### config.mk
export PLATFORM = sky130hd
export DESIGN_NAME = pu_tile
export DESIGN_NICKNAME = d
export VERILOG_FILES = /design/src/hw/pu_pkg.sv /design/src/hw/pu_tile.sv /design/src/hw/pu_cmd_decode.sv /design/src/hw/pu_div.sv /design/src/hw/div_pipe.sv
export VERILOG_INCLUDE_DIRS = /design/src /design/src/hw
export SDC_FILE = /design/constraint.sdc
export NUM_CORES = 2
export LEC_CHECK = 0
export ABC_CLOCK_PERIOD_IN_PS = 30300
export BUFFER_PORTS_ARGS = -buffer_cell sky130_fd_sc_hd__buf_2
export CORE_ASPECT_RATIO = 0.6
export CORE_MARGIN = 8
export CORE_UTILIZATION = 62
export CTS_CLUSTER_SIZE = 10
export DETAILED_ROUTE_END_ITERATION = 8
export PLACE_DENSITY = 0.78
export REMOVE_ABC_BUFFERS = 1
export SETUP_SLACK_MARGIN = 0.1
export SLEW_MARGIN = 20
export SYNTH_ARGS = -nofsm -noshare
export SYNTH_HDL_FRONTEND = slang
export SYNTH_SLANG_ARGS = --single-unit
### constraint.sdc
create_clock -name clk -period 30.3 [get_ports clk]
set_clock_uncertainty 0.2 [all_clocks]
set_input_delay 1.515 -clock clk [delete_from_list [all_inputs] [get_ports clk]]
set_output_delay 1.515 -clock clk [all_outputs]
set_load 0.02 [all_outputs]
### src/hw/pu_config.svh
`ifndef PU_CONFIG_SVH
`define PU_CONFIG_SVH

`define PU_DATA_WIDTH   32 // bits per data word.
`define PU_ATTR_WIDTH   4  // attribute bits beside each word.
`define PU_INVALID_BIT  0  // position of the invalid flag in the attribute.

// keep even and at least 2, and a divisor of the data width.
`define PU_DIV_PIPELINE 4

`define PU_SCALE_POW    0  // quotient is shifted left by this on read.

`endif
### src/hw/pu_pkg.sv
`include "pu_config.svh"

package pu_pkg;

    typedef logic [`PU_DATA_WIDTH-1:0] pu_word_t;
    typedef logic [`PU_ATTR_WIDTH-1:0] pu_attr_t;

    typedef enum logic [1:0] {
        PU_OP_LOAD_NUM = 2'd0,
        PU_OP_LOAD_DEN = 2'd1,
        PU_OP_READ_QUO = 2'd2,
        PU_OP_READ_REM = 2'd3
    } pu_op_t;

    // one command from the sequencer.
    typedef struct packed {
        logic     strobe; // high for one cycle per command.
        pu_op_t   op;
        pu_word_t data;
        pu_attr_t attr;
    } pu_cmd_t;

    typedef struct packed {
        logic     wr_en;
        logic     wr_sel; // 0 numerator, 1 denominator.
        logic     oe;
        logic     oe_sel; // 0 quotient, 1 remainder.
        pu_word_t data;
        pu_attr_t attr;
    } pu_ctrl_t;

    typedef struct packed {
        pu_word_t data;
        pu_attr_t attr;
    } pu_bus_t;

endpackage

### src/hw/pu_tile.sv
`timescale 1ns/1ns

module pu_tile
    import pu_pkg::*;
    ( input  logic    clk
    , input  logic    rst
    , input  pu_cmd_t cmd
    , output pu_bus_t bus
    , output logic    done
    );

    pu_ctrl_t ctrl; // decoded unit controls.

    pu_cmd_decode u_decode
        ( .clk  (clk)
        , .rst  (rst)
        , .cmd  (cmd)
        , .ctrl (ctrl)
        , .done (done)
        );

    pu_div u_div
        ( .clk  (clk)
        , .rst  (rst)
        , .ctrl (ctrl)
        , .bus  (bus)
        );

endmodule

### src/hw/pu_cmd_decode.sv
`timescale 1ns/1ns
`include "pu_config.svh"

module pu_cmd_decode
    import pu_pkg::*;
    ( input  logic     clk
    , input  logic     rst
    , input  pu_cmd_t  cmd
    , output pu_ctrl_t ctrl
    , output logic     done
    );

    localparam int P = `PU_DIV_PIPELINE;

    logic         launch;
    logic [P:0]   launch_q; // one mark per division in flight.
    logic         done_q;

    always_comb begin
        ctrl      = '0;
        ctrl.data = cmd.data;
        ctrl.attr = cmd.attr;
        if (cmd.strobe) begin
            unique case (cmd.op)
                PU_OP_LOAD_NUM: begin
                    ctrl.wr_en  = 1'b1;
                    ctrl.wr_sel = 1'b0;
                end
                PU_OP_LOAD_DEN: begin
                    ctrl.wr_en  = 1'b1;
                    ctrl.wr_sel = 1'b1;
                end
                PU_OP_READ_QUO: begin
                    ctrl.oe     = 1'b1;
                    ctrl.oe_sel = 1'b0;
                end
                PU_OP_READ_REM: begin
                    ctrl.oe     = 1'b1;
                    ctrl.oe_sel = 1'b1;
                end
            endcase
        end
    end

    assign launch = cmd.strobe && (cmd.op == PU_OP_LOAD_DEN);

    // the last mark lines up with the result register edge, done follows it.
    always_ff @(posedge clk) begin
        if (rst) begin
            launch_q <= '0;
            done_q   <= 1'b0;
        end else begin
            launch_q <= {launch_q[P-1:0], launch};
            done_q   <= launch_q[P];
        end
    end

    assign done = done_q;

endmodule

### src/hw/pu_div.sv
`timescale 1ns/1ns
`include "pu_config.svh"

module pu_div
    import pu_pkg::*;
    ( input  logic     clk
    , input  logic     rst
    , input  pu_ctrl_t ctrl
    , output pu_bus_t  bus
    );

    localparam int P   = `PU_DIV_PIPELINE;
    localparam int INV = `PU_INVALID_BIT;

    typedef struct packed {
        pu_word_t quo;
        pu_word_t rem;
        logic     inv;
    } result_t;

    pu_bus_t  num_latch;  // numerator waiting for its denominator.
    pu_bus_t  arg_num;
    pu_bus_t  arg_den;
    logic     arg_go;     // high the cycle after a launch.
    logic     arg_inv;
    logic [P-1:0] inv_chain;
    logic [P-1:0] go_chain;
    pu_word_t div_quo;
    pu_word_t div_rem;
    result_t  res;

    always_ff @(posedge clk) begin
        if (rst) begin
            num_latch <= '0;
            arg_num   <= '0;
            arg_den   <= '0;
            arg_go    <= 1'b0;
        end else begin
            arg_go <= ctrl.wr_en && ctrl.wr_sel;
            if (ctrl.wr_en && !ctrl.wr_sel) begin
                num_latch.data <= ctrl.data;
                num_latch.attr <= ctrl.attr;
            end else if (ctrl.wr_en && ctrl.wr_sel) begin
                arg_num      <= num_latch;
                arg_den.data <= ctrl.data;
                arg_den.attr <= ctrl.attr;
            end
        end
    end

    assign arg_inv = arg_num.attr[INV] || arg_den.attr[INV] || (arg_den.data == '0);

    // keeps the flag and the launch mark in step with the divider stages.
    always_ff @(posedge clk) begin
        if (rst) begin
            inv_chain <= '0;
            go_chain  <= '0;
        end else begin
            inv_chain <= {inv_chain[P-2:0], arg_inv};
            go_chain  <= {go_chain[P-2:0], arg_go};
        end
    end

    div_pipe u_div_pipe
        ( .clk      (clk)
        , .rst      (rst)
        , .numer    (arg_num.data)
        , .denom    (arg_den.data)
        , .quotient (div_quo)
        , .remain   (div_rem)
        );

    always_ff @(posedge clk) begin
        if (rst) begin
            res <= '0;
        end else if (go_chain[P-1]) begin
            res.quo <= div_quo;
            res.rem <= div_rem;
            res.inv <= inv_chain[P-1];
        end
    end

    // zero when not selected so several units can share the bus by OR.
    always_comb begin
        bus = '0;
        if (ctrl.oe) begin
            bus.data      = ctrl.oe_sel ? res.rem : (res.quo << `PU_SCALE_POW);
            bus.attr[INV] = res.inv;
        end
    end

endmodule

### src/hw/div_pipe.sv
`timescale 1ns/1ns
`include "pu_config.svh"

module div_pipe
    import pu_pkg::*;
    ( input  logic     clk
    , input  logic     rst
    , input  pu_word_t numer
    , input  pu_word_t denom
    , output pu_word_t quotient
    , output pu_word_t remain
    );

    localparam int W = `PU_DATA_WIDTH;
    localparam int P = `PU_DIV_PIPELINE;
    localparam int K = W / P; // quotient bits resolved per stage.

    if ((P < 2) || (P % 2 != 0) || (W % P != 0)) begin : g_bad_cfg
        $error("div_pipe: pipeline depth must be even, at least 2, and divide the width");
    end

    // state carried from stage to stage. quo holds the numerator bits still to be
    // shifted in at the top and the quotient bits already resolved at the bottom.
    typedef struct packed {
        pu_word_t rem;
        pu_word_t quo;
        pu_word_t den;
    } stage_t;

    stage_t stage_first;
    stage_t stage_q [P];

    // K restoring steps, shift one numerator bit in and subtract when it fits.
    function automatic stage_t div_steps(stage_t s);
        logic [W:0] trial;
        stage_t     r;
        r = s;
        for (int i = 0; i < K; i++) begin
            trial = {r.rem, r.quo[W-1]};
            r.quo = {r.quo[W-2:0], 1'b0};
            if (trial >= {1'b0, r.den}) begin
                trial    = trial - {1'b0, r.den};
                r.quo[0] = 1'b1;
            end
            r.rem = trial[W-1:0];
        end
        return r;
    endfunction

    always_comb begin
        stage_first.rem = '0;
        stage_first.quo = numer;
        stage_first.den = denom;
    end

    always_ff @(posedge clk) begin
        if (rst) begin
            for (int s = 0; s < P; s++) begin
                stage_q[s] <= '0;
            end
        end else begin
            stage_q[0] <= div_steps(stage_first);
            for (int s = 1; s < P; s++) begin
                stage_q[s] <= div_steps(stage_q[s-1]);
            end
        end
    end

    // a zero divisor always fits, so every quotient bit comes out set
    // and the numerator ends up whole in the remainder.
    assign quotient = stage_q[P-1].quo;
    assign remain   = stage_q[P-1].rem;

endmodule

==> impl_metrics.toml <==
[outcome]
outcome = "complete, no violations"

[clocking]
clk_pin_slew_worst_paths_ps = 70
worst_skew_pair.late_latency_ps = 700
numCtsBuffers = 61
clock-root-buffer = "sky130_fd_sc_hd__clkbuf_16"
cts.sinks = 526
clock_path_buffers = 3
tritoncts_clock_tree = "built"
ctsHtreeMaxLevel = 2

[grt]
grt_remaining_overflow = 0
maximum_number_of_pins_on_one_net_before_global_route_repair = 92
first_global_vias = 69504
antenna_found_initial = 23
groute.usage.overall = 0.391
grt_first_pass_wirelength_um = 410000

[layout]
finalNetCount = 11057
postLayoutCoreUtil = 0.689
area_growth_syn_to_layout_pct = 10.9
final_layout_size_suffix_gt1_frac = 0.143

[detailed_routing]
detail_route.wirelength_um = 272000
route.vias.total = 76362
wl_per_cell_um = 23.4
post-route-drc-count = 0
antenna_violating_nets_post_route = 0
routed_via_density = 6.57
detail_route.first_pass.iterations = 7
detail_route.iter0.violations = 9590

[hold_path]
classification_of_the_worst_slack_hold_path = "reg -> reg"

[yosys]
synthDistinctLibCells = 104
synth_top_area_share = 0.169
synth_seq_cells = 526
synth.yosys.seq_area_share = 0.143
synth_top_cells_by_area = "sky130_fd_sc_hd__ha_1, sky130_fd_sc_hd__dfxtp_1, sky130_fd_sc_hd__mux2_2"
post-synth-top-area-cell = "sky130_fd_sc_hd__ha_1"
synth_area_um2 = 73700
synth-edff-count = 0
ys_async_sr_fraction = 0
post_synth.cell_area_avg_um2 = 7.73
postSynthCellCount = 9531
yosys_warnings = 0
ys.flop_type = "sky130_fd_sc_hd__dfxtp_1"

[worst_setup_path]
required_ps = 30640
crit_path_end_kind = "flop"
crit_path_top_delay_cell = "sky130_fd_sc_hd__dfxtp_1"
arrival_worst_endpoint_ps = 29340
slowest_stage_delay_on_critical_path_ps = 620
critPathMaxFanout = 36
crit_path_start_kind = "flop"
critPathKind = "reg -> reg"
path_common_cell = "sky130_fd_sc_hd__a21oi_1"

[place]
detailed_place_hpwl_um = 219000
port_buffers = 71
gp_routability_congestion = 1.02

[die]
initial_core_util = 0.622
core_um2 = 119000
rows = 98
die_h_um = 283
fp.dieW_um = 461
dieArea_um2 = 131000
num_io_pins = 78

[timing]
slew_headroom = 0.316
grt_setup_unrepaired = "no"
worst-slew-pin-transition_ps = 1020
finalCriticalPeriod_ps = 29010
finalMaxSlewViolations = 0
setup_violations = 0
finalCritPeriodShare = 0.957
max_clock_freq_mhz = 34.5
timing.final.hold_violations = 0

[flow_run]
timing.max_cap.violations = 0
logic make-up after synthesis:
logic type | count (synthesis) | share of synthesized area
compound gates | 2786 | 0.244
xor+xnor | 805 | 0.0956
fa+ha+maj | 1025 | 0.177
buf+inv | 715 | 0.0381
flops | 526 | 0.143
mux | 771 | 0.114
other cells | 1 | 0.0000509
simple gates | 2902 | 0.188
worst max-delay path: cells and delay by family, from the launching register on:
kind,cells,cell delay [ps]
multiplexers,10,3220
AO/OA/AOI/OAI,65,14750
AND/OR/NAND/NOR,25,4850
adder cells (fa/ha/maj),8,2570
buffers and inverters,14,2500
flip-flops,1,620
cells in the final DEF, fill, tap and decap left out, drive strengths merged, types with 175 or more instances in the layout:
cell / instances
mux2: 521
nor3: 190
a21oi: 836
nand2: 675
mux2i: 250
xnor2: 511
a21o: 440
ha: 994
nor2: 931
nand3: 175
nor2b: 236
o21ai: 549
xor2: 294
inv: 437
buf: 661
dfxtp: 526
cells in the mapped netlist (21+ instances only):
| library cell | count |
|---|---|
| sky130_fd_sc_hd__a211o_1 | 26 |
| sky130_fd_sc_hd__a211oi_1 | 78 |
| sky130_fd_sc_hd__a21boi_0 | 47 |
| sky130_fd_sc_hd__a21o_1 | 440 |
| sky130_fd_sc_hd__a21oi_1 | 836 |
| sky130_fd_sc_hd__a31o_2 | 26 |
| sky130_fd_sc_hd__a31oi_1 | 88 |
| sky130_fd_sc_hd__and2_1 | 57 |
| sky130_fd_sc_hd__and3_1 | 87 |
| sky130_fd_sc_hd__and4_1 | 21 |
| sky130_fd_sc_hd__buf_1 | 32 |
| sky130_fd_sc_hd__buf_2 | 41 |
| sky130_fd_sc_hd__clkbuf_1 | 178 |
| sky130_fd_sc_hd__dfxtp_1 | 526 |
| sky130_fd_sc_hd__fa_1 | 31 |
| sky130_fd_sc_hd__ha_1 | 994 |
| sky130_fd_sc_hd__inv_1 | 449 |
| sky130_fd_sc_hd__mux2_2 | 515 |
| sky130_fd_sc_hd__mux2i_1 | 246 |
| sky130_fd_sc_hd__nand2_1 | 675 |
| sky130_fd_sc_hd__nand2b_1 | 122 |
| sky130_fd_sc_hd__nand3_1 | 175 |
| sky130_fd_sc_hd__nand4_1 | 161 |
| sky130_fd_sc_hd__nor2_1 | 930 |
| sky130_fd_sc_hd__nor2b_1 | 236 |
| sky130_fd_sc_hd__nor3_1 | 189 |
| sky130_fd_sc_hd__nor4_1 | 55 |
| sky130_fd_sc_hd__o211ai_1 | 78 |
| sky130_fd_sc_hd__o21a_1 | 97 |
| sky130_fd_sc_hd__o21ai_0 | 531 |
| sky130_fd_sc_hd__o21bai_1 | 142 |
| sky130_fd_sc_hd__o22a_1 | 58 |
| sky130_fd_sc_hd__o31a_1 | 21 |
| sky130_fd_sc_hd__o31ai_1 | 79 |
| sky130_fd_sc_hd__or2_2 | 48 |
| sky130_fd_sc_hd__or3_1 | 82 |
| sky130_fd_sc_hd__xnor2_1 | 511 |
| sky130_fd_sc_hd__xor2_1 | 294 |
area by class of cell:
type                            instances  area (µm²)
Fill cell                           10110       36800
Clock buffer                           68        1570
Inverter                              449        1730
Multi-Input combinational cell       8292       60800
Timing Repair Buffer                  661        4940
Clock inverter                         10         130
Tap cell                             1600        2000
Antenna cell                           11        27.5
Sequential cell                       526       10500
per-layer routing:
metal  track usage  wire length (µm)
met1         0.588            125000
met2         0.510             99900
met3         0.146             39100
met4        0.0978              7580
met5       0.00638               194
worst paths after layout:
| path | startpoint | to | cells after the start | slack, ps |
|---|---|---|---|---|
| max | u_div.u_div_pipe.stage_q[0][4] | u_div.u_div_pipe.stage_q[1][68] | 122 | 1290 |
| min | u_div.u_div_pipe.stage_q[2][44] | u_div.u_div_pipe.stage_q[3][52] | 1 | 220 |
| max reg2reg | u_div.u_div_pipe.stage_q[0][4] | u_div.u_div_pipe.stage_q[1][68] | 122 | 1290 |
| min reg2reg | u_div.u_div_pipe.stage_q[2][44] | u_div.u_div_pipe.stage_q[3][52] | 1 | 220 |
sequential cells by signal (all words and copies together) (netlist names):
| signal | cells |
|---|---|
| u_div.num_latch | 33 |
| u_div.inv_chain | 4 |
| u_div.u_div_pipe.stage_q | 352 |
| u_div.arg_den | 33 |
| u_decode.launch_q | 5 |
| u_div.res | 65 |
| u_decode.done | 1 |
| u_div.arg_num | 33 |
through the flow:
step / std cells / setup slack (ps) / instance area (µm²) / TNS, ps / hold slack [ps]
after floorplan: 9267 / -1150 / 72600 / -47970 / 214
after global placement: 11505 / 594 / 79500 / 0 / 219
after detailed placement: 11505 / 439 / 79500 / 0 / 224
after CTS: 11583 / 240 / 81200 / 0 / 227
after global routing: 11610 / 37.9 / 81700 / 0 / 236
final: 11617 / 1290 / 81700 / 0 / 224
what timing repair did:
action / 4_1_cts / 5_1_grt
hold buffers: 0 / 0
endpoints found under the setup margin: 0 / 132
resized for setup: 0 / 77
endpoints found under the hold margin: 0 / 0
buffers inserted: 0 / 23
Power is not shown: default switching activity piles up to over one toggle a cycle in this logic, so the estimate is an artifact.
